### src/verilog/mem_defines.svh
`ifndef MEM_DEFINES_SVH
`define MEM_DEFINES_SVH

// Cache geometry, shared by both caches and the miss controller.
`define MEM_LINE_WORDS 4 // words per cache line.
`define MEM_INDEX_BITS 6 // 64 lines per cache.
`define MEM_TAG_BITS 8 // upper bits of the word address.

// Main memory access time in clock cycles.
`define MEM_LATENCY 4

`endif

### src/verilog/mem_pkg.sv
`include "mem_defines.svh"

package mem_pkg;

	typedef logic [15:0] word_t; // processor word, also the word address.

	typedef logic [`MEM_TAG_BITS-1:0] tag_t;

	// Word address with the in-line offset stripped off.
	typedef logic [`MEM_TAG_BITS+`MEM_INDEX_BITS-1:0] line_addr_t;

	// One cache line.
	// Memory and controller move it as a raw vector, caches pick words out of it.
	typedef union packed {
		logic [`MEM_LINE_WORDS*16-1:0] raw;
		word_t [`MEM_LINE_WORDS-1:0] words; // word 0 sits in the low bits.
	} cache_line_u;

endpackage

### src/verilog/cache_port_if.sv
`timescale 1ns/10ps

interface cache_port_if;
	import mem_pkg::*;

	logic we; // fill or write strobe from the controller.
	logic wdirty; // dirty bit stored along with the write.
	cache_line_u wr_line;

	logic hit;
	logic dirty; // dirty bit of the indexed line.
	tag_t tag; // tag of the indexed line.
	cache_line_u rd_line;

	modport cache (
		input we, wdirty, wr_line,
		output hit, dirty, tag, rd_line
	);

	modport ctrl (
		output we, wdirty, wr_line,
		input hit, dirty, tag, rd_line
	);

endinterface

### src/verilog/cache_controller.sv
`timescale 1ns/10ps
`include "mem_defines.svh"

module cache_controller (
	input logic clk,
	input logic i_rst_n,
	input logic i_instr_acc,
	input mem_pkg::word_t i_instr_addr,
	input logic i_data_rd,
	input logic i_data_wr,
	input mem_pkg::word_t i_data_addr,
	input mem_pkg::word_t i_data_wdata,
	input mem_pkg::cache_line_u i_mem_rdata,
	input logic i_mem_rdy,
	output logic o_mem_re,
	output logic o_mem_we,
	output mem_pkg::line_addr_t o_mem_addr,
	output mem_pkg::cache_line_u o_mem_wdata,
	output logic o_stall,
	cache_port_if.ctrl iport,
	cache_port_if.ctrl dport
);
	import mem_pkg::*;

	localparam int OFFSET_BITS = $clog2(`MEM_LINE_WORDS);
	localparam int INDEX_LSB = OFFSET_BITS;
	localparam int INDEX_MSB = OFFSET_BITS + `MEM_INDEX_BITS - 1;

	localparam logic [1:0] ST_IDLE = 2'd0;
	localparam logic [1:0] ST_WRITEBACK = 2'd1;
	localparam logic [1:0] ST_FILL_INSTR = 2'd2;
	localparam logic [1:0] ST_FILL_DATA = 2'd3;

	logic [1:0] state;
	logic [1:0] next_state;
	logic [1:0] data_miss_state;
	logic instr_miss;
	logic data_miss;
	logic write_hit;
	cache_line_u merged_line;

	assign instr_miss = i_instr_acc & ~iport.hit;
	assign data_miss = (i_data_rd | i_data_wr) & ~dport.hit;
	assign o_stall = instr_miss | data_miss | (state != ST_IDLE);

	// A write is only performed once nothing else holds the processor.
	assign write_hit = i_data_wr & dport.hit & ~o_stall;

	// A dirty victim has to go out to memory before its slot is refilled.
	assign data_miss_state = dport.dirty ? ST_WRITEBACK : ST_FILL_DATA;

	always_comb begin
		next_state = state;
		case (state)
			ST_IDLE: begin
				if (instr_miss) begin
					next_state = ST_FILL_INSTR; // instruction misses go first.
				end else if (data_miss) begin
					next_state = data_miss_state;
				end
			end
			ST_WRITEBACK: begin
				if (i_mem_rdy) begin
					next_state = ST_FILL_DATA;
				end
			end
			ST_FILL_INSTR: begin
				if (i_mem_rdy) begin
					next_state = data_miss ? data_miss_state : ST_IDLE;
				end
			end
			default: begin
				if (i_mem_rdy) begin
					next_state = ST_IDLE;
				end
			end
		endcase
	end

	always_ff @(posedge clk) begin
		if (!i_rst_n) begin
			state <= ST_IDLE;
		end else begin
			state <= next_state;
		end
	end

	// Memory side.
	always_comb begin
		o_mem_re = 1'b0;
		o_mem_we = 1'b0;
		o_mem_addr = i_data_addr[15:OFFSET_BITS];
		case (state)
			ST_WRITEBACK: begin
				o_mem_we = 1'b1;
				o_mem_addr = {dport.tag, i_data_addr[INDEX_MSB:INDEX_LSB]}; // victim's own address.
			end
			ST_FILL_INSTR: begin
				o_mem_re = 1'b1;
				o_mem_addr = i_instr_addr[15:OFFSET_BITS];
			end
			ST_FILL_DATA: begin
				o_mem_re = 1'b1;
			end
			default: begin
			end
		endcase
	end

	assign o_mem_wdata = dport.rd_line;

	// Write data replaces one word of the line that is already cached.
	always_comb begin
		merged_line = dport.rd_line;
		merged_line.words[i_data_addr[OFFSET_BITS-1:0]] = i_data_wdata;
	end

	assign iport.we = (state == ST_FILL_INSTR) & i_mem_rdy;
	assign iport.wdirty = 1'b0;
	assign iport.wr_line = i_mem_rdata;

	assign dport.we = ((state == ST_FILL_DATA) & i_mem_rdy) | write_hit;
	assign dport.wdirty = write_hit; // refills land clean.
	assign dport.wr_line = write_hit ? merged_line : i_mem_rdata;

	// The instruction cache is read only, so none of its lines may ever turn dirty.
	a_icache_clean: assert property (@(posedge clk) disable iff (!i_rst_n) !iport.dirty);

endmodule

### src/flat_wrapper.sv
// flat-port wrapper written by rule: the top's interface ports become plain ports
module cache_controller_flat import mem_pkg::*;
  (clk, i_rst_n, i_instr_acc, i_instr_addr, i_data_rd, i_data_wr, i_data_addr, i_data_wdata, i_mem_rdata, i_mem_rdy, o_mem_re, o_mem_we, o_mem_addr, o_mem_wdata, o_stall, iport_we, iport_wdirty, iport_wr_line, iport_hit, iport_dirty, iport_tag, iport_rd_line, dport_we, dport_wdirty, dport_wr_line, dport_hit, dport_dirty, dport_tag, dport_rd_line);
  cache_port_if iport_i ();
  cache_port_if dport_i ();
  input logic clk;
  input logic i_rst_n;
  input logic i_instr_acc;
  input mem_pkg::word_t i_instr_addr;
  input logic i_data_rd;
  input logic i_data_wr;
  input mem_pkg::word_t i_data_addr;
  input mem_pkg::word_t i_data_wdata;
  input mem_pkg::cache_line_u i_mem_rdata;
  input logic i_mem_rdy;
  output logic o_mem_re;
  output logic o_mem_we;
  output mem_pkg::line_addr_t o_mem_addr;
  output mem_pkg::cache_line_u o_mem_wdata;
  output logic o_stall;
  output wire logic [$bits(iport_i.we)-1:0] iport_we;
  output wire logic [$bits(iport_i.wdirty)-1:0] iport_wdirty;
  output wire logic [$bits(iport_i.wr_line)-1:0] iport_wr_line;
  input wire logic [$bits(iport_i.hit)-1:0] iport_hit;
  input wire logic [$bits(iport_i.dirty)-1:0] iport_dirty;
  input wire logic [$bits(iport_i.tag)-1:0] iport_tag;
  input wire logic [$bits(iport_i.rd_line)-1:0] iport_rd_line;
  output wire logic [$bits(dport_i.we)-1:0] dport_we;
  output wire logic [$bits(dport_i.wdirty)-1:0] dport_wdirty;
  output wire logic [$bits(dport_i.wr_line)-1:0] dport_wr_line;
  input wire logic [$bits(dport_i.hit)-1:0] dport_hit;
  input wire logic [$bits(dport_i.dirty)-1:0] dport_dirty;
  input wire logic [$bits(dport_i.tag)-1:0] dport_tag;
  input wire logic [$bits(dport_i.rd_line)-1:0] dport_rd_line;
  assign iport_we = iport_i.we;
  assign iport_wdirty = iport_i.wdirty;
  assign iport_wr_line = iport_i.wr_line;
  assign iport_i.hit = iport_hit;
  assign iport_i.dirty = iport_dirty;
  assign iport_i.tag = iport_tag;
  assign iport_i.rd_line = iport_rd_line;
  assign dport_we = dport_i.we;
  assign dport_wdirty = dport_i.wdirty;
  assign dport_wr_line = dport_i.wr_line;
  assign dport_i.hit = dport_hit;
  assign dport_i.dirty = dport_dirty;
  assign dport_i.tag = dport_tag;
  assign dport_i.rd_line = dport_rd_line;
  cache_controller u_core (.clk(clk), .i_rst_n(i_rst_n), .i_instr_acc(i_instr_acc), .i_instr_addr(i_instr_addr), .i_data_rd(i_data_rd), .i_data_wr(i_data_wr), .i_data_addr(i_data_addr), .i_data_wdata(i_data_wdata), .i_mem_rdata(i_mem_rdata), .i_mem_rdy(i_mem_rdy), .o_mem_re(o_mem_re), .o_mem_we(o_mem_we), .o_mem_addr(o_mem_addr), .o_mem_wdata(o_mem_wdata), .o_stall(o_stall), .iport(iport_i), .dport(dport_i));
endmodule
### config.mk
export PLATFORM = sky130hd
export DESIGN_NAME = cache_controller_flat
export DESIGN_NICKNAME = d
export VERILOG_FILES = /design/src/verilog/mem_pkg.sv /design/src/verilog/cache_port_if.sv /design/src/verilog/cache_controller.sv /design/src/flat_wrapper.sv
export VERILOG_INCLUDE_DIRS = /design/src /design/src/verilog
export SDC_FILE = /design/constraint.sdc
export NUM_CORES = 1
export LEC_CHECK = 0
export ABC_AREA = 1
export BUFFER_PORTS_ARGS = -buffer_cell sky130_fd_sc_hd__buf_2
export CAP_MARGIN = 20
export CELL_PAD_IN_SITES_DETAIL_PLACEMENT = 1
export CELL_PAD_IN_SITES_GLOBAL_PLACEMENT = 1
export CORE_AREA = 2 2 187 189
export CTS_CLUSTER_DIAMETER = 50
export DETAILED_ROUTE_END_ITERATION = 8
export DIE_AREA = 0 0 189 191
export PLACE_DENSITY_LB_ADDON = 0.1
export SLEW_MARGIN = 20
export SYNTH_ARGS = -nofsm -noshare
export SYNTH_HDL_FRONTEND = slang
export SYNTH_SLANG_ARGS = --single-unit
### constraint.sdc
create_clock -name clk -period 1.3 [get_ports clk]
set_input_delay 0 -clock clk [delete_from_list [all_inputs] [get_ports clk]]
set_output_delay 0 -clock clk [all_outputs]
set_load 0.02 [all_outputs]
==> results.cfg <==
[setup_path]
endpoint_kind = primary output
worst-path-max-fanout = 10
path_class = reg2out
crit_arrival_ps = 1820
start_kind = flop
required_ps = 1300

[global_routing]
grt_pass1_vias = 4847
grt_antenna_before_repair = 3
grt_overflow = 0
grt_pass1_wl_um = 30200
grt_usage = 0.112
grt_max_degree = 33

[synthesis]
synth_nets = 857
synth_top_area_frac = 0.333
synth_top_area_cell = buf_4
synth-edff-count = 0
yosysMostFrequentCell = nand2_1
ys_top_cells_by_count = nand2_1 (254), buf_4 (131), o21ai_0 (70)
ys_seq_elements = 2
seq_area_frac_synth = 0.0136
ys_warn_count = 0
synthFlopType = dfxtp_1
syn_avg_cell_area_sq_um = 5.03
netlist_instances = 586
ys_async_sr_fraction = 0
synth_cell_types = 19
netlist_area_sq_mm = 0.00295
yosys-top-cells-area = buf_4 (33%), nand2_1 (32%), o21ai_0 (12%)

[sta]
hold_ws_ps = 17.7
setup_viol = 85
setup_slack_ps = -516
period_share = 1.40
fmaxAchievable_mhz = 551
hold_viol_final = 0
period_minus_slack_ps = 1820
fin_tns_setup_ps = -34240
maxSlewViolCount = 0
rsz0062_at_grt = true
clock-skew-final_ps = 4.78

[clocking]
clk_latency_ps = 230
cts_htree_levels = 1
cts_buffers = 3
clock_sinks = 2
cts_buffer_depth = 2
cts_tree = built
root_buffer = clkbuf_16
clk_pin_slew_ps = 30

[cells_and_area]
drive_gt1_frac = 0.687
syn2layout_area_growth_pct = 110
regMostFlops = u_core.state
stdcell_area_sq_mm = 0.00619
largest_register_ffs = 2
final_nets = 1152
top_regs = u_core.state x2

[detailed_routing]
ant_nets = 0
drt-pass1-iter-count = 4
drt-total-wl_um = 22500
vias_per_cell = 3.48
drtIter0Drc = 61
wl_per_cell_um = 16.9
vias = 4648
drc = 0

[placed_design]
placed_area_sq_mm = 0.00513
dpl.hpwl_um = 18300
io_buffers = 402
place_ws_ps = -320
gp_congestion = 0.688

[pwr]
power_w = 0.00811
vdd_drop_max_mv = 0.767
power.leakage_nw = 3.36
powerDensity_mw_per_mm2 = 1310

[floorplanning]
die_area_sq_mm = 0.0361
die_w_um = 189
initial_core_util = 0.0864
boundaryPins = 479
core_area_sq_mm = 0.0341
die-height_um = 191
rows = 68

[run]
cap_violations = 0

[status]
status = finished, violations left
violations = setup timing

[min_path]
hp-class = in2reg
==> through the flow <==
stage / std cells / util
2_1_floorplan: 586 / -
3_3_place_gp: 1316 / 0.150
3_5_place_dp: 1316 / 0.150
4_1_cts: 1328 / 0.173
5_1_grt: 1334 / 0.181
6_report: 1335 / 0.181
==> kinds of logic (layout without fill, tap and decap cells) <==
family	count (synthesis)	after routing	share of synthesized area
other	1	2	0.00127
buffers and inverters	195	488	0.417
adders and majority gates	5	5	0.0212
and+or+nand+nor	292	292	0.391
AOI/OAI and AO/OA	91	91	0.156
DFF	2	2	0.0136
==> layout make-up <==
type                    count  area, sq um
clock buffers               3         75.1
repair buffers            451         2950
inverters                  34          145
diodes                      1         2.50
multi-input cells         389         2400
fillers                  4297        27900
well taps                 455          569
flip-flops and latches      2         42.5
==> what timing repair did <==
item                                    CTS  global route
setup buffers                             4             1
cloned                                    5             5
pin swaps                                16            22
gates resized for setup                 178            46
endpoints found under the setup margin   86            86
hold buffers                              0             0
==> routing by layer <==
metal / global-route usage / vias up / share of wire / routed length (um)
met2: 0.230 / 240 / 0.54 / 12100
met3: 0.0246 / 11 / 0.073 / 1640
met5: 0 / - / 0.00093 / 21
li1: - / 2301 / - / -
met1: 0.119 / 2092 / 0.38 / 8590
met4: 0.0138 / 4 / 0.0059 / 132
==> layout by cell type (no fill, tap or decap) <==
cell type	count
nand3_2	14
nand4_1	1
nand3_1	14
clkbuf_16	7
nand3_4	4
buf_12	7
or2_1	1
o21ai_0	62
nor3_4	1
a21oi_2	1
o21ai_1	2
conb_1	1
o21ai_4	18
nand2_1	165
a21oi_1	2
nor2_2	1
o21ai_2	6
inv_8	1
buf_4	51
nand2_4	20
nand2_2	69
buf_2	345
buf_6	35
buf_16	6
inv_6	1
inv_2	5
buf_8	3
ha_1	2
inv_1	25
ha_4	3
nor2_4	2
diode_2	1
inv_4	2
dfxtp_2	2
==> worst paths after layout <==
kind,slack [ps],to,cells past startpoint,from
min,20,u_core.state[0]$_SDFFE_PN0P_,3,i_rst_n
max reg2reg,-140,u_core.state[0]$_SDFFE_PN0P_,10,u_core.state[1]$_SDFFE_PN0P_
max,-520,dport_wr_line[12],12,u_core.state[0]$_SDFFE_PN0P_
min reg2reg,620,u_core.state[0]$_SDFFE_PN0P_,3,u_core.state[0]$_SDFFE_PN0P_
==> power breakdown <==
part | total, W | switching, W | internal [W]
sequential | 0.000109 | 0.0000153 | 0.0000934
clock | 0.000479 | 0.0000861 | 0.000393
combinational | 0.00752 | 0.00417 | 0.00335
==> critical path, cell delays in order (launching register included) <==
cell and delay, ps:
dfxtp_2 310, inv_2 70, ha_4 130, inv_2 30, a21oi_2 120, inv_2 60, nor3_4 130, buf_6 160
inv_8 80, clkbuf_16 180, nand2_2 80, o21ai_4 50, buf_4 160
No activity file was read; power rests on OpenSTA's default activity.
